[src/source/rv_pkg.sv]
package rv_pkg;

    typedef logic [63:0] xlen_t;
    typedef logic [4:0]  reg_idx_t;
    typedef logic [31:0] inst_t;
    typedef logic [7:0]  mem_addr_t;
    typedef logic [6:0]  opcode_t;

    localparam int DMEM_WORDS = 32;

    // major opcodes of the supported instruction groups.
    localparam opcode_t OPC_OP     = 7'b0110011;
    localparam opcode_t OPC_OP_IMM = 7'b0010011;
    localparam opcode_t OPC_LUI    = 7'b0110111;
    localparam opcode_t OPC_LOAD   = 7'b0000011;
    localparam opcode_t OPC_STORE  = 7'b0100011;
    localparam opcode_t OPC_SYSTEM = 7'b1110011;

    typedef enum logic [2:0] {
        ALU_ADD,
        ALU_SUB,
        ALU_AND,
        ALU_OR,
        ALU_XOR,
        ALU_SLL,
        ALU_SRL,
        ALU_PASS_B
    } alu_op_e;

    // size and sign of a memory access. MEM_NONE marks a plain ALU instruction.
    typedef enum logic [2:0] {
        MEM_NONE,
        MEM_B,
        MEM_H,
        MEM_W,
        MEM_D,
        MEM_BU,
        MEM_HU,
        MEM_WU
    } mem_kind_e;

endpackage

[src/source/inst_decode.sv]
`timescale 1ns/1ps

module inst_decode (
    input  logic              clk,
    input  logic              rst,
    input  logic              advance_i,
    input  logic              inst_valid_i,
    input  rv_pkg::inst_t     inst_i,
    input  rv_pkg::xlen_t     rs1_data_i,
    input  rv_pkg::xlen_t     rs2_data_i,
    output rv_pkg::reg_idx_t  rs1_index_o,
    output rv_pkg::reg_idx_t  rs2_index_o,
    output logic              valid_o,
    output rv_pkg::alu_op_e   alu_op_o,
    output rv_pkg::xlen_t     op_a_o,
    output rv_pkg::xlen_t     op_b_o,
    output rv_pkg::xlen_t     store_data_o,
    output rv_pkg::reg_idx_t  rd_index_o,
    output logic              rd_en_o,
    output logic              mem_read_o,
    output logic              mem_write_o,
    output rv_pkg::mem_kind_e mem_kind_o,
    output logic              trap_o
);

    import rv_pkg::*;

    logic [2:0] funct3;
    logic [6:0] funct7;
    xlen_t      imm_i;
    xlen_t      imm_s;
    xlen_t      imm_u;

    logic       dec_ok;
    logic       dec_valid;
    alu_op_e    dec_alu_op;
    xlen_t      dec_op_b;
    logic       dec_rd_en;
    logic       dec_mem_read;
    logic       dec_mem_write;
    mem_kind_e  dec_mem_kind;
    logic       dec_trap;

    assign funct3      = inst_i[14:12];
    assign funct7      = inst_i[31:25];
    assign rs1_index_o = inst_i[19:15];
    assign rs2_index_o = inst_i[24:20];

    assign imm_i = {{52{inst_i[31]}}, inst_i[31:20]};
    assign imm_s = {{52{inst_i[31]}}, inst_i[31:25], inst_i[11:7]};
    assign imm_u = {{32{inst_i[31]}}, inst_i[31:12], 12'b0};

    //////////////////////////////
    // instruction decode.
    //////////////////////////////
    always_comb begin
        dec_ok        = 1'b0;
        dec_alu_op    = ALU_ADD;
        dec_op_b      = imm_i;
        dec_rd_en     = 1'b0;
        dec_mem_read  = 1'b0;
        dec_mem_write = 1'b0;
        dec_mem_kind  = MEM_NONE;
        dec_trap      = 1'b0;
        case (inst_i[6:0])
            OPC_OP: begin
                dec_op_b  = rs2_data_i;
                dec_rd_en = 1'b1;
                dec_ok    = (funct7 == 7'b0000000);
                case (funct3)
                    3'b000: begin
                        dec_alu_op = (funct7 == 7'b0100000) ? ALU_SUB : ALU_ADD;
                        dec_ok     = (funct7 == 7'b0000000) || (funct7 == 7'b0100000);
                    end
                    3'b001: dec_alu_op = ALU_SLL;
                    3'b100: dec_alu_op = ALU_XOR;
                    3'b101: dec_alu_op = ALU_SRL;
                    3'b110: dec_alu_op = ALU_OR;
                    3'b111: dec_alu_op = ALU_AND;
                    default: dec_ok = 1'b0;
                endcase
            end
            OPC_OP_IMM: begin
                dec_rd_en = 1'b1;
                dec_ok    = 1'b1;
                case (funct3)
                    3'b000: dec_alu_op = ALU_ADD;
                    3'b100: dec_alu_op = ALU_XOR;
                    3'b110: dec_alu_op = ALU_OR;
                    3'b111: dec_alu_op = ALU_AND;
                    default: dec_ok = 1'b0;
                endcase
            end
            OPC_LUI: begin
                dec_alu_op = ALU_PASS_B;
                dec_op_b   = imm_u;
                dec_rd_en  = 1'b1;
                dec_ok     = 1'b1;
            end
            OPC_LOAD: begin
                dec_rd_en    = 1'b1;
                dec_mem_read = 1'b1;
                dec_ok       = 1'b1;
                case (funct3)
                    3'b000: dec_mem_kind = MEM_B;
                    3'b001: dec_mem_kind = MEM_H;
                    3'b010: dec_mem_kind = MEM_W;
                    3'b011: dec_mem_kind = MEM_D;
                    3'b100: dec_mem_kind = MEM_BU;
                    3'b101: dec_mem_kind = MEM_HU;
                    3'b110: dec_mem_kind = MEM_WU;
                    default: dec_ok = 1'b0;
                endcase
            end
            OPC_STORE: begin
                dec_op_b      = imm_s;
                dec_mem_write = 1'b1;
                dec_ok        = !funct3[2];
                case (funct3[1:0])
                    2'b00: dec_mem_kind = MEM_B;
                    2'b01: dec_mem_kind = MEM_H;
                    2'b10: dec_mem_kind = MEM_W;
                    default: dec_mem_kind = MEM_D;
                endcase
            end
            OPC_SYSTEM: begin
                // ecall and ebreak differ only in bit 20.
                dec_trap = 1'b1;
                dec_ok   = (inst_i[31:21] == 11'b0) && (inst_i[19:7] == 13'b0);
            end
            default: dec_ok = 1'b0;
        endcase

        dec_valid = dec_ok && inst_valid_i;
        if (!dec_valid) begin
            dec_alu_op    = ALU_ADD;
            dec_rd_en     = 1'b0;
            dec_mem_read  = 1'b0;
            dec_mem_write = 1'b0;
            dec_mem_kind  = MEM_NONE;
            dec_trap      = 1'b0;
        end
    end

    always_ff @(posedge clk) begin
        if (rst) begin
            valid_o      <= 1'b0;
            alu_op_o     <= ALU_ADD;
            op_a_o       <= '0;
            op_b_o       <= '0;
            store_data_o <= '0;
            rd_index_o   <= '0;
            rd_en_o      <= 1'b0;
            mem_read_o   <= 1'b0;
            mem_write_o  <= 1'b0;
            mem_kind_o   <= MEM_NONE;
            trap_o       <= 1'b0;
        end else if (advance_i) begin
            valid_o      <= dec_valid;
            alu_op_o     <= dec_alu_op;
            op_a_o       <= rs1_data_i;
            op_b_o       <= dec_op_b;
            store_data_o <= rs2_data_i;
            rd_index_o   <= inst_i[11:7];
            rd_en_o      <= dec_rd_en;
            mem_read_o   <= dec_mem_read;
            mem_write_o  <= dec_mem_write;
            mem_kind_o   <= dec_mem_kind;
            trap_o       <= dec_trap;
        end
    end

endmodule

[config.mk]
export PLATFORM = sky130hd
export DESIGN_NAME = inst_decode
export DESIGN_NICKNAME = d
export VERILOG_FILES = /design/src/source/rv_pkg.sv /design/src/source/inst_decode.sv
export SDC_FILE = /design/constraint.sdc
export NUM_CORES = 1
export LEC_CHECK = 0
export ABC_AREA = 1
export BUFFER_PORTS_ARGS = -buffer_cell sky130_fd_sc_hd__buf_4
export CORE_AREA = 2 2 149 151
export CTS_CLUSTER_SIZE = 12
export DETAILED_ROUTE_END_ITERATION = 6
export DIE_AREA = 0 0 151 153
export HOLD_SLACK_MARGIN = 0.12
export PLACE_DENSITY = 0.69
export SYNTH_ARGS = -nofsm -noshare
export SYNTH_HDL_FRONTEND = slang
export SYNTH_SLANG_ARGS = --single-unit
[constraint.sdc]
create_clock -name clk -period 1.7 [get_ports clk]
set_input_delay 0.34 -clock clk [delete_from_list [all_inputs] [get_ports clk]]
set_output_delay 0.34 -clock clk [all_outputs]
set_load 0.005 [all_outputs]
==> flow_results.xml <==
<?xml version="1.0" encoding="UTF-8"?>
<metrics>
  <group name="synth">
    <metric name="ys_warn_count" unit="">0</metric>
    <metric name="synth_seq_cells" unit="">208</metric>
    <metric name="synth-adder-area-share" unit="">0.005967</metric>
    <metric name="netlist_instances" unit="">1133</metric>
    <metric name="syn-cell-area" unit="um2">8388</metric>
    <metric name="synth_simple_gate_area_share" unit="">0.2260</metric>
    <metric name="dominant_combinational_cell_family_by_area_after_synthesis" unit="">simple AND/OR/NAND/NOR gates</metric>
    <metric name="synth_cell_types" unit="">26</metric>
    <metric name="synth_fp_nets" unit="">1301</metric>
    <metric name="xor_xnor_fraction_of_synth_area" unit="">0</metric>
    <metric name="per_instance_average_area_after_synthesis" unit="um2">7.403</metric>
    <metric name="synth.mux.area_fraction" unit="">0</metric>
    <metric name="synth-compound-area-share" unit="">0.1856</metric>
    <metric name="yosysSeqAreaShare" unit="">0.4964</metric>
  </group>
  <group name="routing">
    <metric name="via_count" unit="">9365</metric>
    <metric name="drt_iter0_drc" unit="">462</metric>
    <metric name="total_detailed_routing_wirelength" unit="um">31600</metric>
    <metric name="route.detailed.wl_per_inst" unit="um">16.72</metric>
    <metric name="remaining_drc_errors" unit="">0</metric>
    <metric name="detail_route.vias_per_cell" unit="">4.955</metric>
    <metric name="antenna_violating_nets_post_route" unit="">0</metric>
    <metric name="drtPass1Iterations" unit="">7</metric>
  </group>
  <group name="clocking">
    <metric name="cts_root_buffer" unit="">sky130_fd_sc_hd__clkbuf_16</metric>
    <metric name="tritoncts.num_buffers" unit="">23</metric>
    <metric name="clock_latency_late_sink" unit="ns">0.50</metric>
    <metric name="cts_tree" unit="">done</metric>
    <metric name="ctsLongestPathBuffers" unit="">3</metric>
    <metric name="clkTransAtPathRegs" unit="ns">0.06</metric>
    <metric name="h_tree_level_count" unit="">1</metric>
    <metric name="cts_resized" unit="">0</metric>
    <metric name="cts_post_setup_buffers_inserted" unit="">0</metric>
    <metric name="clock_sink_count" unit="">208</metric>
    <metric name="ctsHoldBuffers" unit="">119</metric>
  </group>
  <group name="sta">
    <metric name="final_hold_viol_count" unit="">0</metric>
    <metric name="achievable_freq" unit="GHz">0.6290</metric>
    <metric name="finalMaxSlewViolations" unit="">0</metric>
    <metric name="hold-worst-slack" unit="ns">0.1279</metric>
    <metric name="worst_clock_skew_on_the_final_layout" unit="ns">0</metric>
    <metric name="max_slew_margin" unit="">0.6192</metric>
    <metric name="worst_slew_pin_slew" unit="ns">0.5713</metric>
    <metric name="final_period_minus_worst_setup_slack" unit="ns">1.590</metric>
    <metric name="timing.setup.tns" unit="ns">0</metric>
    <metric name="timing.final.setup_violations" unit="">0</metric>
    <metric name="finalWorstSetupSlack" unit="ns">0.1102</metric>
    <metric name="grt_setup_unrepaired" unit="">false</metric>
    <metric name="min_period_over_period" unit="">0.9352</metric>
  </group>
  <group name="finish">
    <metric name="layout_common_cells" unit="">sky130_fd_sc_hd__buf_4, sky130_fd_sc_hd__nor2_1, sky130_fd_sc_hd__dfxtp_1, sky130_fd_sc_hd__o21ai_0, sky130_fd_sc_hd__nand2_1</metric>
    <metric name="layout_cells_sized_above_1" unit="">0.2894</metric>
    <metric name="area_growth" unit="%">61.10</metric>
    <metric name="mostFrequentLayoutCell" unit="">sky130_fd_sc_hd__buf_4</metric>
    <metric name="insertedDiodeCount" unit="">0</metric>
    <metric name="nFillCells" unit="">1797</metric>
    <metric name="layout.nets" unit="">1765</metric>
  </group>
  <group name="pwr">
    <metric name="net-switching-power" unit="uW">3096</metric>
    <metric name="intPower" unit="uW">9302</metric>
    <metric name="switching_share" unit="">0.2497</metric>
    <metric name="power.density" unit="nW/um2">917.5</metric>
    <metric name="combinationalPowerShare" unit="">0.161</metric>
    <metric name="power.share.clock" unit="">0.406</metric>
    <metric name="p_leak" unit="uW">0.006447</metric>
    <metric name="ir_drop" unit="mV">0.7309</metric>
    <metric name="seq_power_share" unit="">0.433</metric>
  </group>
  <group name="critical_path">
    <metric name="worstSetupStartpointType" unit="">primary input</metric>
    <metric name="critPathMaxStageDelay" unit="ns">0.55</metric>
    <metric name="worst-path-buf-inv" unit="">3</metric>
    <metric name="setup.reg_to_reg.worst_slack" unit="ns">0.93</metric>
    <metric name="worstSetupPathType" unit="">primary input to register</metric>
    <metric name="critical_path.max_fanout" unit="">11</metric>
    <metric name="worst_ep_arrival_time" unit="ns">2.01</metric>
    <metric name="timing.critical_path.to_type" unit="">register</metric>
    <metric name="critical-path-slowest-cell" unit="">sky130_fd_sc_hd__dlygate4sd3_1</metric>
    <metric name="worst_ep_required_time" unit="ns">2.12</metric>
    <metric name="crit_family" unit="">buffers and inverters</metric>
    <metric name="crit_chain" unit="">dlygate4sd3_1 &gt; buf_4 &gt; nor2_1 &gt; nand3_1 &gt; nor2_1 &gt; nand3_1 &gt; nand3_1 &gt; buf_4 &gt; nand3_1 &gt; a21oi_1</metric>
    <metric name="cpMostUsedCell" unit="">sky130_fd_sc_hd__nand3_1</metric>
  </group>
  <group name="die">
    <metric name="core" unit="um2">21490</metric>
    <metric name="floorplan.initialDensity" unit="">0.3904</metric>
    <metric name="design.die.area" unit="um2">23100</metric>
    <metric name="ios" unit="">382</metric>
    <metric name="die_w" unit="um">151</metric>
    <metric name="die_height" unit="um">153</metric>
    <metric name="core.rowCount" unit="">54</metric>
  </group>
  <group name="status">
    <metric name="outcome" unit="">finished clean</metric>
  </group>
  <group name="place">
    <metric name="place_congestion" unit="">0.9347</metric>
    <metric name="pre_cts_slack" unit="ns">0.01063</metric>
    <metric name="place.port_buffers" unit="">381</metric>
    <metric name="place.detailed.hpwl" unit="um">21140</metric>
  </group>
  <group name="global_route">
    <metric name="total_grt_overflow" unit="">0</metric>
    <metric name="grt_max_degree" unit="">147</metric>
    <metric name="grt_pass1_wl" unit="um">48380</metric>
    <metric name="first_global_vias" unit="">9001</metric>
    <metric name="grtUsageTotal" unit="">0.2595</metric>
    <metric name="grt_antenna_before_repair" unit="">0</metric>
  </group>
  <group name="flow_run">
    <metric name="drv_cap" unit="">0</metric>
  </group>
  <group name="min_path">
    <metric name="worst_hold_path_type" unit="">primary input to register</metric>
  </group>
</metrics>
power groups by stage:
stage               clock (uW)  sequential, uW  combinational [uW]
global route              5290            5400                2160
global placement             0            5450                1730
floorplan                    0            5470                 625
finish                    5030            5370                1990
detailed placement           0            5460                1740
CTS                       5120            5370                1970
tightest hold or removal path: cells and delay by family:
family / cells / cell delay (ns)
buffers and inverters: 2 / 0.14
AOI/OAI and AO/OA: 1 / 0.13
final timing paths:
check	end	depth (start not counted)	startpoint
worst max-delay path	alu_op_o[0]	10	inst_i[9]
worst min-delay path	store_data_o[14]	3	rs2_data_i[14]
worst max register to register	op_a_o[14]	2	op_a_o[14]
worst min register to register	store_data_o[5]	2	store_data_o[5]
synth_stat cells, drive strengths merged:
cell type / n / share of area
clkinv: 1 / 0.00060
inv: 72 / 0.032
a41oi: 5 / 0.0052
nand2: 130 / 0.060
o211ai: 21 / 0.019
dfxtp: 208 / 0.50
nor2: 297 / 0.14
nor3: 19 / 0.011
a21oi: 39 / 0.023
a31oi: 40 / 0.030
ha: 4 / 0.0060
nand3: 25 / 0.016
clkbuf: 47 / 0.021
o21ai: 179 / 0.11
buf: 45 / 0.032
o2bb2ai: 1 / 0.0010
routing by layer:
| metal | vias to the layer above | global-route usage | routed length (um) |
|---|---|---|---|
| li1 | 4617 | - | - |
| met1 | 4259 | 0.3191 | 12740 |
| met2 | 395 | 0.4361 | 15040 |
| met3 | 94 | 0.05343 | 2336 |
| met4 | 0 | 0.1148 | 1481 |
| met5 | - | 0 | 0 |
area by class of cell:
type	instances	area, um2	share of cell area
inverter	73	280.3	0.02074
multi-input combinational	760	3502	0.2592
clock inverter	6	83.83	0.006204
sequential	208	4164	0.3081
timing repair buffer	531	4463	0.3303
clock buffer	32	669.4	0.04954
tap	280	350.3	0.02593
per-stage QoR:
step,utilization,power (uW),instance area [um2],std cells
CTS,0.6289,12460,13510,1890
finish,0.6289,12400,13510,1890
floorplan,-,6098,8388,1133
global route,0.6289,12850,13510,1890
detailed placement,0.5384,7204,11570,1733
global placement,0.5384,7181,11570,1733
flip-flops by register name (all words and copies together), names as in the netlist:
name and count:
mem_kind_o 3, trap_o 1, valid_o 1, store_data_o 64
rd_en_o 1, rd_index_o 5, alu_op_o 3, op_a_o 64
mem_write_o 1, mem_read_o 1, op_b_o 64
cells by family (layout without fill, tap and decap cells):
| family | Yosys count | after routing |
|---|---|---|
| buffers and inverters | 165 | 642 |
| and+or+nand+nor | 471 | 471 |
| DFF | 208 | 208 |
| adders and majority gates | 4 | 4 |
| AOI/OAI and AO/OA | 285 | 285 |
Note: power is estimated with default switching activity, not from simulation.
