## config.mk

```make
export PLATFORM = sky130hd
export DESIGN_NAME = mem_result_flat
export DESIGN_NICKNAME = d
export VERILOG_FILES = /design/src/source/rv_pkg.sv /design/src/source/ex_mem_if.sv /design/src/source/mem_result.sv /design/src/flat_wrapper.sv
export SDC_FILE = /design/constraint.sdc
export NUM_CORES = 2
export LEC_CHECK = 0
export ABC_CLOCK_PERIOD_IN_PS = 15720
export BUFFER_PORTS_ARGS = -buffer_cell sky130_fd_sc_hd__buf_2
export CAP_MARGIN = 5
export CORE_ASPECT_RATIO = 2
export CORE_MARGIN = 2
export CORE_UTILIZATION = 30
export CTS_BUF_LIST = sky130_fd_sc_hd__clkbuf_2 sky130_fd_sc_hd__clkbuf_4 sky130_fd_sc_hd__clkbuf_8
export CTS_CLUSTER_SIZE = 30
export DETAILED_ROUTE_END_ITERATION = 10
export HOLD_SLACK_MARGIN = 0.15
export PLACE_DENSITY_LB_ADDON = 0.12
export SYNTH_ARGS = -nofsm -noshare
export SYNTH_HDL_FRONTEND = slang
export SYNTH_SLANG_ARGS = --single-unit
```

## constraint.sdc

```tcl
create_clock -name clk -period 15.72 [get_ports clk]
set_input_delay 3.144 -clock clk [delete_from_list [all_inputs] [get_ports clk]]
set_output_delay 3.144 -clock clk [all_outputs]
set_load 0.01 [all_outputs]
```

## src/source/rv_pkg.sv

```systemverilog
package rv_pkg;

    typedef logic [63:0] xlen_t;
    typedef logic [4:0]  reg_idx_t;
    typedef logic [31:0] inst_t;
    typedef logic [7:0]  mem_addr_t;
    typedef logic [6:0]  opcode_t;

    localparam int DMEM_WORDS = 32;

    // major opcodes of the supported instruction groups.
    localparam opcode_t OPC_OP     = 7'b0110011;
    localparam opcode_t OPC_OP_IMM = 7'b0010011;
    localparam opcode_t OPC_LUI    = 7'b0110111;
    localparam opcode_t OPC_LOAD   = 7'b0000011;
    localparam opcode_t OPC_STORE  = 7'b0100011;
    localparam opcode_t OPC_SYSTEM = 7'b1110011;

    typedef enum logic [2:0] {
        ALU_ADD,
        ALU_SUB,
        ALU_AND,
        ALU_OR,
        ALU_XOR,
        ALU_SLL,
        ALU_SRL,
        ALU_PASS_B
    } alu_op_e;

    // size and sign of a memory access. MEM_NONE marks a plain ALU instruction.
    typedef enum logic [2:0] {
        MEM_NONE,
        MEM_B,
        MEM_H,
        MEM_W,
        MEM_D,
        MEM_BU,
        MEM_HU,
        MEM_WU
    } mem_kind_e;

endpackage

```

## src/source/ex_mem_if.sv

```systemverilog
`timescale 1ns/1ps

// the receiver samples this stage bundle on an advancing edge.
interface ex_mem_if;

    import rv_pkg::*;

    logic      valid;
    reg_idx_t  rd_index;
    logic      rd_en;
    logic      mem_read;
    logic      mem_write;
    mem_kind_e mem_kind;
    logic      trap;
    xlen_t     result;
    xlen_t     store_data;

    modport src (
        output valid,
        output rd_index,
        output rd_en,
        output mem_read,
        output mem_write,
        output mem_kind,
        output trap,
        output result,
        output store_data
    );

    modport dst (
        input valid,
        input rd_index,
        input rd_en,
        input mem_read,
        input mem_write,
        input mem_kind,
        input trap,
        input result,
        input store_data
    );

endinterface

```

## src/source/mem_result.sv

```systemverilog
`timescale 1ns/1ps

module mem_result (
    input  logic             clk,
    input  logic             rst,
    input  logic             advance_i,
    ex_mem_if.dst            mem_i,
    output logic             we_o,
    output rv_pkg::reg_idx_t wa_o,
    output rv_pkg::xlen_t    wd_o,
    output logic             retire_o,
    output logic             wb_en_o,
    output rv_pkg::reg_idx_t wb_rd_o,
    output rv_pkg::xlen_t    wb_data_o,
    output logic             trap_o
);

    import rv_pkg::*;

    xlen_t      dmem [DMEM_WORDS];
    mem_addr_t  addr;
    logic [4:0] word_idx;
    logic [5:0] lane_shift;
    xlen_t      cur_word;
    logic [7:0] byte_mask;
    xlen_t      bit_mask;
    xlen_t      store_word;
    logic       store_en;
    xlen_t      lane_data;
    xlen_t      load_data;
    xlen_t      wb_value;

    // bits 7:3 pick the doubleword and bits 2:0 the byte lane.
    assign addr       = mem_i.result[7:0];
    assign word_idx   = addr[7:3];
    assign lane_shift = {addr[2:0], 3'b000};
    assign cur_word   = dmem[word_idx];

    //////////////////////////////
    // store byte lanes.
    //////////////////////////////
    always_comb begin
        case (mem_i.mem_kind)
            MEM_B, MEM_BU: byte_mask = 8'h01 << addr[2:0];
            MEM_H, MEM_HU: byte_mask = 8'h03 << addr[2:0];
            MEM_W, MEM_WU: byte_mask = 8'h0f << addr[2:0];
            MEM_D:         byte_mask = 8'hff;
            default:       byte_mask = 8'h00;
        endcase
        for (int i = 0; i < 8; i++) begin
            bit_mask[8*i +: 8] = {8{byte_mask[i]}};
        end
    end

    assign store_word = (cur_word & ~bit_mask) | ((mem_i.store_data << lane_shift) & bit_mask);
    assign store_en   = advance_i && mem_i.valid && mem_i.mem_write;

    always_ff @(posedge clk) begin
        if (store_en) begin
            dmem[word_idx] <= store_word;
        end
    end

    //////////////////////////////
    // load extension.
    //////////////////////////////
    assign lane_data = cur_word >> lane_shift;

    always_comb begin
        case (mem_i.mem_kind)
            MEM_B:   load_data = {{56{lane_data[7]}}, lane_data[7:0]};
            MEM_H:   load_data = {{48{lane_data[15]}}, lane_data[15:0]};
            MEM_W:   load_data = {{32{lane_data[31]}}, lane_data[31:0]};
            MEM_BU:  load_data = {56'b0, lane_data[7:0]};
            MEM_HU:  load_data = {48'b0, lane_data[15:0]};
            MEM_WU:  load_data = {32'b0, lane_data[31:0]};
            default: load_data = lane_data;
        endcase
    end

    assign wb_value = mem_i.mem_read ? load_data : mem_i.result;

    // x0 is never reported as written.
    assign we_o = advance_i && mem_i.valid && mem_i.rd_en && (mem_i.rd_index != 5'd0);
    assign wa_o = mem_i.rd_index;
    assign wd_o = wb_value;

    always_ff @(posedge clk) begin
        if (rst) begin
            retire_o  <= 1'b0;
            wb_en_o   <= 1'b0;
            wb_rd_o   <= '0;
            wb_data_o <= '0;
            trap_o    <= 1'b0;
        end else if (advance_i) begin
            retire_o  <= mem_i.valid;
            wb_en_o   <= we_o;
            wb_rd_o   <= mem_i.rd_index;
            wb_data_o <= wb_value;
            trap_o    <= mem_i.valid && mem_i.trap;
        end else begin
            // a held edge keeps the record but does not report it again.
            retire_o <= 1'b0;
            wb_en_o  <= 1'b0;
        end
    end

endmodule

```

## src/flat_wrapper.sv

```systemverilog
// flat-port wrapper written by rule: the top's interface ports become plain ports
module mem_result_flat import rv_pkg::*;
  (clk, rst, advance_i, we_o, wa_o, wd_o, retire_o, wb_en_o, wb_rd_o, wb_data_o, trap_o, mem_i_valid, mem_i_rd_index, mem_i_rd_en, mem_i_mem_read, mem_i_mem_write, mem_i_mem_kind, mem_i_trap, mem_i_result, mem_i_store_data);
  ex_mem_if mem_i_i ();
  input  logic clk;
  input  logic rst;
  input  logic advance_i;
  output logic we_o;
  output rv_pkg::reg_idx_t wa_o;
  output rv_pkg::xlen_t wd_o;
  output logic retire_o;
  output logic wb_en_o;
  output rv_pkg::reg_idx_t wb_rd_o;
  output rv_pkg::xlen_t wb_data_o;
  output logic trap_o;
  input wire logic [$bits(mem_i_i.valid)-1:0] mem_i_valid;
  input wire logic [$bits(mem_i_i.rd_index)-1:0] mem_i_rd_index;
  input wire logic [$bits(mem_i_i.rd_en)-1:0] mem_i_rd_en;
  input wire logic [$bits(mem_i_i.mem_read)-1:0] mem_i_mem_read;
  input wire logic [$bits(mem_i_i.mem_write)-1:0] mem_i_mem_write;
  input wire logic [$bits(mem_i_i.mem_kind)-1:0] mem_i_mem_kind;
  input wire logic [$bits(mem_i_i.trap)-1:0] mem_i_trap;
  input wire logic [$bits(mem_i_i.result)-1:0] mem_i_result;
  input wire logic [$bits(mem_i_i.store_data)-1:0] mem_i_store_data;
  assign mem_i_i.valid = mem_i_valid;
  assign mem_i_i.rd_index = mem_i_rd_index;
  assign mem_i_i.rd_en = mem_i_rd_en;
  assign mem_i_i.mem_read = mem_i_mem_read;
  assign mem_i_i.mem_write = mem_i_mem_write;
  assign mem_i_i.mem_kind = mem_i_mem_kind;
  assign mem_i_i.trap = mem_i_trap;
  assign mem_i_i.result = mem_i_result;
  assign mem_i_i.store_data = mem_i_store_data;
  mem_result u_core (.clk(clk), .rst(rst), .advance_i(advance_i), .mem_i(mem_i_i), .we_o(we_o), .wa_o(wa_o), .wd_o(wd_o), .retire_o(retire_o), .wb_en_o(wb_en_o), .wb_rd_o(wb_rd_o), .wb_data_o(wb_data_o), .trap_o(trap_o));
endmodule
```

==> results.yml <==
status:
  status: "finished, final reports clean"
grt:
  grt_overflow_total: 0
  globalRouteMet2Util_pct: 41.9
  antenna_found_initial: 16
  gr-usage-all-layers_pct: 22.7
  grt_first_pass_wirelength_mm: 451
  first_global_vias: 51518
  top_usage_layer: "met2"
  grt_start_max_net_pins: 105
  use_met1_pct: 26.6
  grt_use_met3_pct: 3.07
detailed_routing:
  route.antenna.remaining_nets: 0
  route.final.wire_length_mm: 336
  vias: 50203
  drtPass1Iterations: 6
  drt-initial-drc-count: 4209
  vias_per_cell: 5.35
  post-route-drc-count: 0
  routed_wire_length_per_instance_um: 35.8
worst_setup_path:
  r2r_cells: 8
  cp_data_arrival_time_ps: 8300
  worstPathCellList: "buf_12, buf_4, buf_4, mux2i_1, o22ai_1, nor4_1, nand2_1, mux2i_1, o21ai_0, o211ai_1, nand2_1, buf_2"
  r2r_start: "u_core.dmem[19][36]"
  critical_path_class: "input pin to output port"
  reg2reg_slack_ps: 11780
  timing.critical_path.fanout_max: 74
  critPathLaunchType: "input pin"
  worst_r2r_endpoint: "u_core.wb_data_o[4]"
  critPathCaptureType: "output port"
  timing.critical_path.slowest_cell_delay_ps: 740
  cpMaxStageDelayCell: "sky130_fd_sc_hd__nand2_1"
  critPathRequiredTime_ps: 12580
clock_tree:
  cts.htree.levels: 5
  clk-insertion-delay-late_ps: 1000
  cts_resized: 0
  post_cts_hold_buffer_count: 0
  max-clock-path-buffers: 4
  cts_setup_buffers: 0
  cts_tree: "built"
  cts_num_sinks: 2120
  clk_root_buffer_cell: "sky130_fd_sc_hd__clkbuf_8"
  worst_setup_hold_path_clk_slew_ps: 60
  cts-buffers-inserted: 309
synthesis:
  synth_seq_cells: 2120
  synthesis.instances: 4910
  synth.cell_area_mm2: 0.0854
  synth_area_per_cell_um2: 17.4
  synthMostInstantiatedCell: "sky130_fd_sc_hd__edfxtp_1"
  syn-num-nets: 5054
  yosysWarnings: 0
  synth_largest_area_cell: "sky130_fd_sc_hd__edfxtp_1"
  ys_types: 73
  ranking_of_synthesized_cells_by_instance_count: "sky130_fd_sc_hd__edfxtp_1 (2,048), sky130_fd_sc_hd__mux2i_1 (842), sky130_fd_sc_hd__o22ai_1 (384)"
  synth_top_area_share_pct: 72.0
  yosysSeqAreaShare_pct: 73.7
  post_synth_main_area_contributors: "sky130_fd_sc_hd__edfxtp_1 (72%), sky130_fd_sc_hd__mux2i_1 (9.9%), sky130_fd_sc_hd__mux4_2 (3.9%)"
  synth-edff-count: 2048
  postSynth.asyncResetShare_pct: 0
  synth_top_flop_cell: "sky130_fd_sc_hd__edfxtp_1"
sta:
  clock.fmax_mhz: 87.4
  setup-violations-final: 0
  timing.final.max_slew_violations: 0
  worst_slew_margin_rel_pct: 3.71
  max_slew.worst_pin.slew_ps: 1440
  period_needed_ps: 11440
  setup_repair_after_global_routing_missed_its_margin: "false"
  fin_tns_setup_ps: 0
  fin_worst_skew_ps: 47.5
  final-hold-violation-count: 0
  layout_worst_path_cycle_share_pct: 72.8
floorplan:
  design.die.area_mm2: 0.289
  die_w_um: 381
  initial_utilization_pct: 30.1
  floorplan.rows: 277
  io-pin-count: 286
  fp.coreArea_mm2: 0.284
  die_height_um: 759
pwr:
  seq_power_share_pct: 53.6
  part_of_the_power_in_combinational_logic_pct: 9.5
  pwr_density_cell_mw_per_mm2: 122
  ir_drop_uv: 53.3
  p_int_mw: 8.95
  p_leak_nw: 33.4
  power.clock.fraction_pct: 36.8
  swShare_pct: 25.3
  net-switching-power_mw: 3.03
  report.power.total_mw: 12.0
min_path:
  hold_depth: 2
  timing.hold.worst.class: "flop to flop"
  holdCritStartpoint: "u_core.wb_data_o[24]"
  worst_hold_end: "u_core.wb_data_o[24]"
finish:
  layoutNonFillerInstCount: 9377
  layout-area-overhead-vs-synth_pct: 14.8
  drive_gt1_share_pct: 22.5
  num-nets-final: 5540
place:
  dpl.cell_count: 8850
  io_buffers: 285
  dp_hpwl_mm: 197
  place.gp.congestion: 0.869
job:
  max-cap-violations: 0
## critical path: cells and delay by family
kind | cells | cell delay [ps]
AO/OA/AOI/OAI | 3 | 730
buffers and inverters | 4 | 1920
multiplexers | 2 | 880
AND/OR/NAND/NOR | 3 | 1520
## layer usage
metal / routed length (um) / vias up / part of all wire [%]
met5: 51 / - / 0.015
met4: 12800 / 8 / 3.8
met3: 16600 / 479 / 4.9
met2: 177000 / 1886 / 53
met1: 129000 / 26926 / 38
li1: - / 20904 / -
## worst max-delay path by stage
stage	end	startpoint	depth (start not counted)
after floorplan	wd_o[32]	mem_i_result[3]	12
after global placement	wd_o[3]	mem_i_result[3]	12
after detailed placement	wd_o[3]	mem_i_result[3]	12
after CTS	wd_o[3]	mem_i_result[3]	12
after global routing	wd_o[8]	mem_i_result[3]	12
final	wd_o[3]	mem_i_result[3]	12
## power groups by stage
stage                     Clock (mW)  Combinational (mW)  Sequential, mW
final                           4.41                1.14            6.43
after global routing            4.73                1.19            6.43
after CTS                       4.54                1.14            6.43
after detailed placement           0                1.14            6.55
after global placement             0                1.13            6.55
after floorplan                    0               0.568            6.56
## metrics by stage
step	util [%]	hold slack, ps	setup WS (ps)	cell area, um^2
final	34.5	452	4280	98000
after global routing	34.5	478	4100	98000
after CTS	34.5	452	4310	98000
after detailed placement	32.5	435	4330	92100
after global placement	32.5	432	4290	92100
after floorplan	-	474	6970	85400
## cell usage in the layout, fill, tap and decap left out, types with 13 or more instances in the layout
cell / synthesis / final
sky130_fd_sc_hd__nor4_1: 88 / 87
sky130_fd_sc_hd__nand4_1: 17 / 17
sky130_fd_sc_hd__nor2b_1: 17 / 16
sky130_fd_sc_hd__a211oi_1: 24 / 23
sky130_fd_sc_hd__buf_4: 54 / 199
sky130_fd_sc_hd__o21a_1: 14 / 14
sky130_fd_sc_hd__clkinv_1: 1 / 54
sky130_fd_sc_hd__mux2i_1: 842 / 842
sky130_fd_sc_hd__a21o_1: 17 / 17
sky130_fd_sc_hd__clkbuf_8: 0 / 321
sky130_fd_sc_hd__a22o_1: 16 / 16
sky130_fd_sc_hd__buf_2: 58 / 279
sky130_fd_sc_hd__clkbuf_4: 0 / 106
sky130_fd_sc_hd__mux2_2: 27 / 27
sky130_fd_sc_hd__nor3b_1: 20 / 17
sky130_fd_sc_hd__a21oi_1: 91 / 87
sky130_fd_sc_hd__nand2_1: 216 / 216
sky130_fd_sc_hd__buf_12: 0 / 13
sky130_fd_sc_hd__nor2_1: 165 / 128
sky130_fd_sc_hd__a22oi_1: 76 / 76
sky130_fd_sc_hd__dfxtp_1: 72 / 72
sky130_fd_sc_hd__nand3_1: 32 / 32
sky130_fd_sc_hd__mux4_2: 147 / 147
sky130_fd_sc_hd__nor2_4: 0 / 33
sky130_fd_sc_hd__clkinv_2: 0 / 17
sky130_fd_sc_hd__o21ai_0: 55 / 38
sky130_fd_sc_hd__edfxtp_1: 2048 / 2048
sky130_fd_sc_hd__o211ai_1: 56 / 56
sky130_fd_sc_hd__o22ai_1: 384 / 384
sky130_fd_sc_hd__o21ai_1: 10 / 13
## flip-flops by register name (all words and copies together), names as in the netlist
name              count
u_core.wb_rd_o        5
u_core.wb_data_o     64
u_core.retire_o       1
u_core.trap_o         1
u_core.dmem        2048
u_core.wb_en_o        1
## area by class of cell
class / count / area, um^2
timing repair buffer: 494 / 3190
inverter: 4 / 16.3
fill: 26981 / 186000
clock inverter: 92 / 614
antenna: 8 / 20.0
sequential: 2120 / 62900
multi-input combinational: 2467 / 21300
tap: 3766 / 4710
clock buffer: 426 / 5200
## kinds of logic (layout without fill, tap and decap cells)
kind of cell    count (synthesis)  after routing  share of synthesized area [%]
xor+xnor                        2              2                         0.0205
other cells                     0              8                              0
simple gates                  622            622                           3.55
mux                          1016           1016                           14.1
buf+inv                       323           1016                           2.18
flops                        2120           2120                           73.7
compound gates                827            827                           6.44
Power figures use the tool's default switching activity.
