### config.mk
export PLATFORM = sky130hd
export DESIGN_NAME = ex2mem_flat
export DESIGN_NICKNAME = d
export VERILOG_FILES = /design/src/source/rv_pkg.sv /design/src/source/ex_mem_if.sv /design/src/source/ex2mem.sv /design/src/flat_wrapper.sv
export SDC_FILE = /design/constraint.sdc
export NUM_CORES = 1
export LEC_CHECK = 0
export ABC_AREA = 1
export ABC_CLOCK_PERIOD_IN_PS = 1400
export BUFFER_PORTS_ARGS = -buffer_cell sky130_fd_sc_hd__buf_2
export CAP_MARGIN = 20
export CORE_MARGIN = 5
export CORE_UTILIZATION = 23
export CTS_BUF_LIST = sky130_fd_sc_hd__clkbuf_4 sky130_fd_sc_hd__clkbuf_8 sky130_fd_sc_hd__clkbuf_16
export CTS_CLUSTER_DIAMETER = 50
export DETAILED_ROUTE_END_ITERATION = 8
export HOLD_SLACK_MARGIN = 0.1
export PLACE_DENSITY = 0.56
export SYNTH_ARGS = -nofsm -noshare
export SYNTH_HDL_FRONTEND = slang
export SYNTH_SLANG_ARGS = --single-unit
### constraint.sdc
create_clock -name clk -period 1.4 [get_ports clk]
set_clock_uncertainty 0.15 [all_clocks]
set_input_delay 0.21 -clock clk [delete_from_list [all_inputs] [get_ports clk]]
set_output_delay 0.21 -clock clk [all_outputs]
set_load 0.03 [all_outputs]
### src/source/rv_pkg.sv
package rv_pkg;

    typedef logic [63:0] xlen_t;
    typedef logic [4:0]  reg_idx_t;
    typedef logic [31:0] inst_t;
    typedef logic [7:0]  mem_addr_t;
    typedef logic [6:0]  opcode_t;

    localparam int DMEM_WORDS = 32;

    // major opcodes of the supported instruction groups.
    localparam opcode_t OPC_OP     = 7'b0110011;
    localparam opcode_t OPC_OP_IMM = 7'b0010011;
    localparam opcode_t OPC_LUI    = 7'b0110111;
    localparam opcode_t OPC_LOAD   = 7'b0000011;
    localparam opcode_t OPC_STORE  = 7'b0100011;
    localparam opcode_t OPC_SYSTEM = 7'b1110011;

    typedef enum logic [2:0] {
        ALU_ADD,
        ALU_SUB,
        ALU_AND,
        ALU_OR,
        ALU_XOR,
        ALU_SLL,
        ALU_SRL,
        ALU_PASS_B
    } alu_op_e;

    // size and sign of a memory access. MEM_NONE marks a plain ALU instruction.
    typedef enum logic [2:0] {
        MEM_NONE,
        MEM_B,
        MEM_H,
        MEM_W,
        MEM_D,
        MEM_BU,
        MEM_HU,
        MEM_WU
    } mem_kind_e;

endpackage

### src/source/ex_mem_if.sv
`timescale 1ns/1ps

// the receiver samples this stage bundle on an advancing edge.
interface ex_mem_if;

    import rv_pkg::*;

    logic      valid;
    reg_idx_t  rd_index;
    logic      rd_en;
    logic      mem_read;
    logic      mem_write;
    mem_kind_e mem_kind;
    logic      trap;
    xlen_t     result;
    xlen_t     store_data;

    modport src (
        output valid,
        output rd_index,
        output rd_en,
        output mem_read,
        output mem_write,
        output mem_kind,
        output trap,
        output result,
        output store_data
    );

    modport dst (
        input valid,
        input rd_index,
        input rd_en,
        input mem_read,
        input mem_write,
        input mem_kind,
        input trap,
        input result,
        input store_data
    );

endinterface

### src/source/ex2mem.sv
`timescale 1ns/1ps

module ex2mem (
    input  logic  clk,
    input  logic  rst,
    input  logic  advance_i,
    input  logic  flush_i,
    ex_mem_if.dst ex_i,
    ex_mem_if.src mem_o
);

    import rv_pkg::*;

    logic flush_en;

    // a flush only counts on an edge where the pipeline moves.
    assign flush_en = flush_i && advance_i;

    always_ff @(posedge clk) begin
        if (rst || flush_en) begin
            mem_o.valid      <= 1'b0;
            mem_o.rd_index   <= '0;
            mem_o.rd_en      <= 1'b0;
            mem_o.mem_read   <= 1'b0;
            mem_o.mem_write  <= 1'b0;
            mem_o.mem_kind   <= MEM_NONE;
            mem_o.trap       <= 1'b0;
            mem_o.result     <= '0;
            mem_o.store_data <= '0;
        end else if (advance_i) begin
            mem_o.valid      <= ex_i.valid;
            mem_o.rd_index   <= ex_i.rd_index;
            mem_o.rd_en      <= ex_i.rd_en;
            mem_o.mem_read   <= ex_i.mem_read;
            mem_o.mem_write  <= ex_i.mem_write;
            mem_o.mem_kind   <= ex_i.mem_kind;
            mem_o.trap       <= ex_i.trap;
            mem_o.result     <= ex_i.result;
            mem_o.store_data <= ex_i.store_data;
        end
    end

endmodule

### src/flat_wrapper.sv
// flat-port wrapper written by rule: the top's interface ports become plain ports
module ex2mem_flat import rv_pkg::*;
  (clk, rst, advance_i, flush_i, ex_i_valid, ex_i_rd_index, ex_i_rd_en, ex_i_mem_read, ex_i_mem_write, ex_i_mem_kind, ex_i_trap, ex_i_result, ex_i_store_data, mem_o_valid, mem_o_rd_index, mem_o_rd_en, mem_o_mem_read, mem_o_mem_write, mem_o_mem_kind, mem_o_trap, mem_o_result, mem_o_store_data);
  ex_mem_if ex_i_i ();
  ex_mem_if mem_o_i ();
  input  logic clk;
  input  logic rst;
  input  logic advance_i;
  input  logic flush_i;
  input wire logic [$bits(ex_i_i.valid)-1:0] ex_i_valid;
  input wire logic [$bits(ex_i_i.rd_index)-1:0] ex_i_rd_index;
  input wire logic [$bits(ex_i_i.rd_en)-1:0] ex_i_rd_en;
  input wire logic [$bits(ex_i_i.mem_read)-1:0] ex_i_mem_read;
  input wire logic [$bits(ex_i_i.mem_write)-1:0] ex_i_mem_write;
  input wire logic [$bits(ex_i_i.mem_kind)-1:0] ex_i_mem_kind;
  input wire logic [$bits(ex_i_i.trap)-1:0] ex_i_trap;
  input wire logic [$bits(ex_i_i.result)-1:0] ex_i_result;
  input wire logic [$bits(ex_i_i.store_data)-1:0] ex_i_store_data;
  output wire logic [$bits(mem_o_i.valid)-1:0] mem_o_valid;
  output wire logic [$bits(mem_o_i.rd_index)-1:0] mem_o_rd_index;
  output wire logic [$bits(mem_o_i.rd_en)-1:0] mem_o_rd_en;
  output wire logic [$bits(mem_o_i.mem_read)-1:0] mem_o_mem_read;
  output wire logic [$bits(mem_o_i.mem_write)-1:0] mem_o_mem_write;
  output wire logic [$bits(mem_o_i.mem_kind)-1:0] mem_o_mem_kind;
  output wire logic [$bits(mem_o_i.trap)-1:0] mem_o_trap;
  output wire logic [$bits(mem_o_i.result)-1:0] mem_o_result;
  output wire logic [$bits(mem_o_i.store_data)-1:0] mem_o_store_data;
  assign ex_i_i.valid = ex_i_valid;
  assign ex_i_i.rd_index = ex_i_rd_index;
  assign ex_i_i.rd_en = ex_i_rd_en;
  assign ex_i_i.mem_read = ex_i_mem_read;
  assign ex_i_i.mem_write = ex_i_mem_write;
  assign ex_i_i.mem_kind = ex_i_mem_kind;
  assign ex_i_i.trap = ex_i_trap;
  assign ex_i_i.result = ex_i_result;
  assign ex_i_i.store_data = ex_i_store_data;
  assign mem_o_valid = mem_o_i.valid;
  assign mem_o_rd_index = mem_o_i.rd_index;
  assign mem_o_rd_en = mem_o_i.rd_en;
  assign mem_o_mem_read = mem_o_i.mem_read;
  assign mem_o_mem_write = mem_o_i.mem_write;
  assign mem_o_mem_kind = mem_o_i.mem_kind;
  assign mem_o_trap = mem_o_i.trap;
  assign mem_o_result = mem_o_i.result;
  assign mem_o_store_data = mem_o_i.store_data;
  ex2mem u_core (.clk(clk), .rst(rst), .advance_i(advance_i), .flush_i(flush_i), .ex_i(ex_i_i), .mem_o(mem_o_i));
endmodule
==> results of run 1 <==
[timing repair]
action,4_1_cts,5_1_grt
gates resized for setup,0,3
hold endpoints to repair,141,4
hold buffers,148,1
setup endpoints to repair,0,5
[flip-flops by register name, summed over array words and instances, names as in the netlist]
name / flops
u_core.mem_o.store_data: 64
u_core.mem_o.mem_read: 1
u_core.mem_o.valid: 1
u_core.mem_o.result: 64
u_core.mem_o.trap: 1
u_core.mem_o.rd_index: 5
u_core.mem_o.mem_write: 1
u_core.mem_o.mem_kind: 3
u_core.mem_o.rd_en: 1
[synthesized netlist by cell type]
| cell | instances |
|---|---|
| dfxtp_1 | 141 |
| clkinv_2 | 1 |
| nand2_1 | 282 |
| buf_2 | 34 |
| inv_1 | 1 |
| buf_6 | 4 |
| buf_4 | 8 |
| a21oi_1 | 141 |
| nand2_2 | 2 |
[cell families (layout without fill, tap and decap cells)]
logic type / count (synthesis) / after routing / synth area share
AO/OA/AOI/OAI: 141 / 141 / 0.145
flip-flops: 141 / 141 / 0.578
buffers and inverters: 48 / 472 / 0.0582
AND/OR/NAND/NOR: 284 / 284 / 0.219
[cell type report]
class	instances	area, um^2	share of cell area
inverter	2	10.0	0.00117
multi-input combinational	425	1790	0.208
timing repair buffer	438	3020	0.351
clock inverter	13	164	0.0191
tap	275	344	0.0401
clock buffer	19	447	0.0520
sequential	141	2820	0.329
[worst register-to-register path: stages, from the launching register on]
cell,delay (ns)
dfxtp_1,0.35
nand2_1,0.07
a21oi_1,0.16
[routing by layer]
metal	up-vias	global-route usage	routed length (um)
met1	2483	0.164	7050
met2	218	0.235	8500
met3	24	0.0469	1480
met4	0	0.0484	360
met5	-	0	0
li1	2780	-	-
[path summary, 6_finish.rpt]
kind	from	endpoint	cells after the start
max	ex_i_result[36]	u_core.mem_o.result[36]	5
min	rst	u_core.mem_o.result[35]	5
max reg2reg	u_core.mem_o.store_data[54]	u_core.mem_o.store_data[54]	2
min reg2reg	u_core.mem_o.store_data[2]	u_core.mem_o.store_data[2]	2
[metrics by stage]
stage / setup WS [ns] / cells / power, mW / utilization / hold WS, ns
floorplan: 0.350 / 614 / 5.17 / - / 0.198
CTS: 0.0139 / 1316 / 10.8 / 0.411 / 0.147
finish: 0.0389 / 1313 / 10.6 / 0.410 / 0.159
global placement: 0.134 / 1136 / 5.68 / 0.311 / 0.295
detailed placement: 0.107 / 1136 / 5.68 / 0.311 / 0.299
global route: 0.00948 / 1313 / 11.1 / 0.410 / 0.168
[power groups by stage]
stage | Clock, mW | Sequential, mW | Combinational [mW]
4_1_cts | 4.85 | 4.29 | 1.63
3_3_place_gp | 0 | 4.37 | 1.31
2_1_floorplan | 0 | 4.75 | 0.419
5_1_grt | 5.02 | 4.31 | 1.76
3_5_place_dp | 0 | 4.37 | 1.31
6_report | 4.66 | 4.29 | 1.63
==> results.json, run 1 <==
{
  "status": "completed",
  "hold_class": "primary input to flop",
  "tightest_slew_ns": 0.348,
  "switching_power_mw": 2.79,
  "min_period_ns": 1.36,
  "slew_viol_final": 0,
  "synth_seq_cells": 141,
  "fp.dieH_um": 156,
  "routedWlPerCell_um": 13.2,
  "relSlewSlack": 0.768,
  "cp_top_family": "buffers and inverters",
  "detail_route.vias_per_cell": 4.19,
  "mostFrequentLayoutCell": "buf_2",
  "setup-violations-final": 0,
  "synth.cell_area_mm2": 0.00488,
  "synthCells": 614,
  "yosys.area.top_type_share": 0.578,
  "leakage_nw": 4.03,
  "antenna_found_initial": 0,
  "firstDrtPassIters": 4,
  "clk_latency_ns": 0.41,
  "p_int_mw": 7.78,
  "antenna_cells": 0,
  "critPathCaptureType": "flop",
  "hold_violations": 0,
  "synth.net_count": 759,
  "rsz0062_at_grt": "no",
  "finalNetCount": 1170,
  "cpMostUsedCell": "dlygate4sd3_1",
  "worstSetupStartpointType": "primary input",
  "layout_common_cells": "buf_2, nand2_1, dlygate4sd3_1",
  "wirelength_um": 17400,
  "root_buffer": "clkbuf_16",
  "path_clk_slew_ns": 0.06,
  "tns_ns": 0,
  "drcViolationCount": 0,
  "postCtsSetupRepairBufs": 0,
  "swShare": 0.264,
  "dieArea_mm2": 0.0242,
  "ys_seq_area_frac": 0.578,
  "core_mm2": 0.0210,
  "rows": 53,
  "critPathArrivalTime_ns": 1.55,
  "critPathSlowestCell": "dlygate4sd3_1",
  "timing.critical_path.required_ns": 1.59,
  "yosysWarnings": 0,
  "grt_overflow": 0,
  "power_frac_clock": 0.440,
  "grt_pass1_wl_um": 27600,
  "crit_fanout": 1,
  "maxCapViolCount": 0,
  "max_stage_delay_ns": 0.55,
  "fill_cells": 2095,
  "r2r_slack_ns": 0.60,
  "first_global_vias": 5549,
  "crit_buf_inv": 3,
  "period_share": 0.972,
  "drt_iter0_drc": 333,
  "dp_hpwl_um": 10900,
  "fmaxAchievable_mhz": 735,
  "area_delta_synth_final_pct": 75.9,
  "grt_max_degree": 70,
  "cts_buffers": 17,
  "synthDistinctLibCells": 9,
  "ir_worst_vdd_mv": 0.721,
  "drive_gt1_frac": 0.317,
  "final_antenna_net_count": 0,
  "track_usage": 0.139,
  "fp.dieW_um": 156,
  "start_util": 0.233,
  "syn_area_per_cell_um2": 7.95,
  "yosysTopAreaCell": "dfxtp_1",
  "port_buffers": 285,
  "io_pins": 286,
  "pwr-share-comb": 0.154,
  "path_class": "primary input to flop",
  "dr_total_vias": 5505,
  "synth.area.top_cells": "dfxtp_1, nand2_1, a21oi_1",
  "path_cells": "dlygate4sd3_1 -> buf_2 -> nand2_1 -> dlygate4sd3_1 -> a21oi_1",
  "cts_buffer_depth": 2,
  "place_area_mm2": 0.00652,
  "numClockSinks": 141,
  "htreeDepth": 4,
  "powerDensity_mw_per_mm2": 1230,
  "gp_congestion": 0.759,
  "cts_tree": "done",
  "p_seq_frac": 0.406,
  "final_area_mm2": 0.00859
}
(Power assumes the default switching activity.)
==> run 2: changes to the inputs <==
--- a/config.mk
+++ b/config.mk
@@ -15,6 +15,7 @@
 export CTS_CLUSTER_DIAMETER = 50
 export DETAILED_ROUTE_END_ITERATION = 8
 export HOLD_SLACK_MARGIN = 0.1
+export MAX_ROUTING_LAYER = met4
 export PLACE_DENSITY = 0.56
 export SYNTH_ARGS = -nofsm -noshare
 export SYNTH_HDL_FRONTEND = slang
==> run 2 against run 1 <==
Compared with the run above:
- total power about the same
- register-to-register slack about the same
- via count down 0.58%
- clock power hardly changed
- final cell count unchanged
- non-clock buffer count unchanged
- wire length is 0.21% lower
- worst hold slack improved by 0.0047 ns
- largest cell class unchanged
==> results.json, run 2 (synthesis results as in run 1) <==
{
  "status": "completed",
  "period_share": 0.975,
  "clk_latency_ns": 0.40,
  "regArea_mm2": 0.00282,
  "top_regs": "u_core.mem_o.result: 64 flops, u_core.mem_o.store_data: 64 flops, u_core.mem_o.rd_index: 5 flops",
  "path_clk_slew_ns": 0.06,
  "timing.critical_path.required_ns": 1.59,
  "dp_hpwl_um": 10900,
  "track_usage": 0.143,
  "final_area_mm2": 0.00859,
  "powerDensity_mw_per_mm2": 1230,
  "antenna_cells": 0,
  "rsz0062_at_grt": "no",
  "fill_cells": 2095,
  "setup-violations-final": 0,
  "place_area_mm2": 0.00652,
  "wl_met2_um": 8520,
  "detail_route.vias_per_cell": 4.17,
  "hold_violations": 0,
  "critPathSlowestCell": "dlygate4sd3_1",
  "root_buffer": "clkbuf_16",
  "rows": 53,
  "maxCapViolCount": 0,
  "tightest_slew_ns": 0.344,
  "antenna_found_initial": 0,
  "dr_total_vias": 5473,
  "fp.dieH_um": 156,
  "worstSetupStartpointType": "primary input",
  "cts_buffer_depth": 2,
  "drive_gt1_frac": 0.317,
  "drcViolationCount": 0,
  "r2r_slack_ns": 0.60,
  "numClockSinks": 141,
  "crit_buf_inv": 3,
  "hold_class": "primary input to flop",
  "leakage_nw": 4.03,
  "highest_layer": "met4",
  "first_global_vias": 5548,
  "mostFrequentLayoutCell": "buf_2",
  "cts_buffers": 17,
  "postCtsSetupRepairBufs": 0,
  "multi_input_area_mm2": 0.00179,
  "gp_congestion": 0.769,
  "wl_met3_um": 1280,
  "drt_iter0_drc": 328,
  "final_antenna_net_count": 0,
  "max_stage_delay_ns": 0.56,
  "critPathArrivalTime_ns": 1.55,
  "tns_ns": 0,
  "cts_tree": "done",
  "path_class": "primary input to flop",
  "htreeDepth": 4,
  "start_util": 0.233,
  "path_cells": "dlygate4sd3_1 -> buf_2 -> nand2_1 -> dlygate4sd3_1 -> a21oi_1",
  "fmaxAchievable_mhz": 733,
  "core_mm2": 0.0210,
  "relSlewSlack": 0.771,
  "finalNetCount": 1170,
  "routedWlPerCell_um": 13.2,
  "wirelength_um": 17400,
  "io_pins": 286,
  "min_period_ns": 1.37,
  "firstDrtPassIters": 4,
  "cpMostUsedCell": "dlygate4sd3_1",
  "grt_max_degree": 70,
  "crit_fanout": 1,
  "cp_top_family": "buffers and inverters",
  "wirelength_met1_um": 7200,
  "port_buffers": 285,
  "grt_pass1_wl_um": 27500,
  "grt_overflow": 0,
  "area_delta_synth_final_pct": 75.9,
  "layout_common_cells": "buf_2, nand2_1, dlygate4sd3_1",
  "ir_worst_vdd_mv": 0.720,
  "critPathCaptureType": "flop",
  "dieArea_mm2": 0.0242,
  "slew_viol_final": 0,
  "fp.dieW_um": 156
}
==> run 2: layout make-up <==
cell class / count / share of cell area
clock buffers: 19 / 0.0520
clock inverters: 13 / 0.0191
inverters: 2 / 0.00117
multi-input cells: 425 / 0.208
flip-flops and latches: 141 / 0.329
well taps: 275 / 0.0401
repair buffers: 438 / 0.351
==> run 2: through the flow <==
stage	hold WS, ns	power [mW]	utilization	worst slack (ns)	cells
floorplan	0.198	5.17	-	0.350	614
global placement	0.295	5.68	0.311	0.134	1136
detailed placement	0.299	5.68	0.311	0.107	1136
CTS	0.147	10.8	0.411	0.0139	1316
global route	0.168	11.1	0.410	0.00952	1313
finish	0.164	10.6	0.410	0.0348	1313
==> run 2: where the power goes <==
part / leakage (nW) / total (mW) / internal, mW / switching (mW)
clock network: 0.298 / 4.66 / 2.88 / 1.77
logic: 2.57 / 1.62 / 0.696 / 0.929
registers: 1.16 / 4.29 / 4.20 / 0.0883
==> run 2: repair_timing <==
action,CTS,global route
hold buffers,148,1
endpoints found under the hold margin,141,4
setup endpoints to repair,0,5
gates resized for setup,0,3
==> run 2: worst paths after layout <==
check	start	endpoint	depth (start not counted)
hold reg to reg	u_core.mem_o.store_data[2]	u_core.mem_o.store_data[2]	2
setup / recovery	ex_i_result[30]	u_core.mem_o.result[30]	5
hold / removal	rst	u_core.mem_o.result[35]	5
setup reg to reg	u_core.mem_o.store_data[54]	u_core.mem_o.store_data[54]	2
==> run 2: layer usage <==
layer,up-vias,GRT usage
met4,0,0.0484
met5,-,-
li1,2780,-
met3,24,0.0391
met2,204,0.235
met1,2465,0.169
==> run 2: worst reg2reg max path, stage by stage, from the launching register on <==
cell and delay [ns]:
dfxtp_1 0.35, nand2_1 0.07, a21oi_1 0.16
==> run 3: changes to the inputs <==
--- a/config.mk
+++ b/config.mk
@@ -15,8 +15,8 @@
 export CTS_CLUSTER_DIAMETER = 50
 export DETAILED_ROUTE_END_ITERATION = 8
 export HOLD_SLACK_MARGIN = 0.1
-export MAX_ROUTING_LAYER = met4
 export PLACE_DENSITY = 0.56
+export RECOVER_POWER = 100
 export SYNTH_ARGS = -nofsm -noshare
 export SYNTH_HDL_FRONTEND = slang
 export SYNTH_SLANG_ARGS = --single-unit
==> run 3 against run 2 <==
Compared with the run above:
- sequential share of layout area increased by 0.13 points
- final cell count unchanged
- sequential power about the same
- clock-buffer cell count unchanged
- non-clock buffer count unchanged
- first-iteration DRC count increased by 2.1%
- worst hold slack got worse by 0.044 ns
- critical endpoint is now u_core.mem_o.result[36]
- largest power group unchanged
- highest routed layer unchanged
==> results.json, run 3 (synthesis results as in run 1) <==
{
  "status": "completed",
  "finalNetCount": 1170,
  "area_delta_synth_final_pct": 75.2,
  "dr_total_vias": 5456,
  "instances_no_fill": 1313,
  "worstSetupStartpointType": "primary input",
  "port_buffers": 285,
  "r2r-end": "u_core.mem_o.store_data[54]",
  "timing.critical_path.required_ns": 1.59,
  "cpMostUsedCell": "dlygate4sd3_1",
  "postLayoutCoreUtil": 0.408,
  "leakage_nw": 3.92,
  "critPathArrivalTime_ns": 1.56,
  "p_int_mw": 7.77,
  "period_share": 0.979,
  "tightest_slew_ns": 0.757,
  "hold_path_startpoint": "rst",
  "dp_worst_setup_slack_ns": 0.107,
  "placed_cells": 1136,
  "slew_viol_final": 0,
  "top_regs": "u_core.mem_o.result: 64 flops, u_core.mem_o.store_data: 64 flops, u_core.mem_o.rd_index: 5 flops",
  "root_buffer": "clkbuf_16",
  "grt_overflow": 0,
  "firstDrtPassIters": 4,
  "dieArea_mm2": 0.0242,
  "io_pins": 286,
  "path_class": "primary input to flop",
  "r2r_slack_ns": 0.59,
  "clk_latency_ns": 0.40,
  "detail_route.vias_per_cell": 4.16,
  "htreeDepth": 4,
  "cts_buffers": 17,
  "maxCapViolCount": 0,
  "powerDensity_mw_per_mm2": 1230,
  "setup_ws_ns": 0.0293,
  "rows": 53,
  "mostFrequentLayoutCell": "nand2_1",
  "dp_hpwl_um": 10900,
  "core_mm2": 0.0210,
  "wirelength_um": 17300,
  "numClockSinks": 141,
  "max_stage_delay_ns": 0.56,
  "grt_max_degree": 70,
  "critPathCaptureType": "flop",
  "postCtsSetupRepairBufs": 0,
  "hold_class": "primary input to flop",
  "cp-startpoint": "ex_i_result[36]",
  "reg2regPathDepth": 2,
  "antenna_found_initial": 0,
  "routedWlPerCell_um": 13.2,
  "fp.dieW_um": 156,
  "cts_buffer_depth": 2,
  "p_seq_frac": 0.407,
  "gp_congestion": 0.759,
  "grt_pass1_wl_um": 27600,
  "whs_endpoint": "u_core.mem_o.result[31]",
  "p_total_mw": 10.6,
  "fp.dieH_um": 156,
  "pwr-share-comb": 0.152,
  "drt_iter0_drc": 335,
  "critPathSlowestCell": "dlygate4sd3_1",
  "antenna_cells": 0,
  "swShare": 0.264,
  "path_clk_slew_ns": 0.06,
  "path_cells": "dlygate4sd3_1 -> buf_2 -> nand2_1 -> dlygate4sd3_1 -> a21oi_1",
  "ir_worst_vdd_mv": 0.721,
  "rsz0062_at_grt": "no",
  "final_antenna_net_count": 0,
  "r2r_start": "u_core.mem_o.store_data[54]",
  "setup-violations-final": 0,
  "min_period_ns": 1.37,
  "track_usage": 0.139,
  "drcViolationCount": 0,
  "start_util": 0.233,
  "drive_gt1_frac": 0.316,
  "cts_tree": "done",
  "power_frac_clock": 0.441,
  "worstHoldPathCells": 5,
  "first_global_vias": 5549,
  "switching_power_mw": 2.79,
  "layout_common_cells": "nand2_1, buf_2, dlygate4sd3_1",
  "hold_violations": 0,
  "crit_fanout": 1,
  "fmaxAchievable_mhz": 730,
  "relSlewSlack": 0.495,
  "tns_ns": 0
}
-- run 3: cell types whose count changed in the layout (fill, tap and decap cells not counted), sizes merged --
cell | previous run | this run
buf | 293 | 158
clkbuf | 19 | 154
clkinvlp | 2 | 3
inv | 5 | 4
-- run 3: repair_timing --
action,in CTS,in global routing
hold buffers,148,1
endpoints found under the setup margin,0,5
gates resized for setup,0,3
endpoints found under the hold margin,141,4
-- run 3: worst max path at each step --
stage | endpoint | slack (ns) | depth (start not counted)
6_report | u_core.mem_o.result[36] | 0.03 | 5
5_1_grt | mem_o_store_data[7] | 0.006 | 1
4_1_cts | mem_o_result[17] | 0.01 | 1
3_5_place_dp | u_core.mem_o.result[59] | 0.11 | 5
3_3_place_gp | u_core.mem_o.store_data[16] | 0.13 | 5
2_1_floorplan | u_core.mem_o.store_data[17] | 0.35 | 6
-- run 3: layer usage --
metal / vias up / share of wire / global-route usage
met4: 0 / 0.021 / 0.0484
met3: 24 / 0.083 / 0.0469
li1: 2778 / - / -
met5: - / 0 / 0
met1: 2447 / 0.40 / 0.164
met2: 207 / 0.49 / 0.235
-- run 3: area by class of cell --
| type | count | area, um^2 |
|---|---|---|
| clock inverters | 13 | 164 |
| flip-flops and latches | 141 | 2820 |
| multi-input cells | 425 | 1780 |
| fillers | 2103 | 12400 |
| well taps | 275 | 344 |
| clock buffers | 19 | 447 |
| repair buffers | 438 | 2990 |
| inverters | 2 | 8.76 |
-- run 3: worst max-delay path, delay by kind of cell --
family | cells | cell delay, ns
buffers and inverters | 3 | 1.17
AO/OA/AOI/OAI | 1 | 0.13
AND/OR/NAND/NOR | 1 | 0.05
-- run 3: power by group through the flow --
stage | Clock, mW | Sequential [mW] | Combinational, mW
after floorplan | 0 | 4.75 | 0.419
after global placement | 0 | 4.37 | 1.31
after detailed placement | 0 | 4.37 | 1.31
after CTS | 4.85 | 4.29 | 1.63
after global routing | 5.02 | 4.32 | 1.74
final | 4.65 | 4.30 | 1.60
-- run 3: through the flow --
step	hold slack [ns]	instance area, um^2
detailed placement	0.299	6520
global route	0.122	8560
floorplan	0.198	4880
CTS	0.147	8610
global placement	0.295	6520
finish	0.120	8560
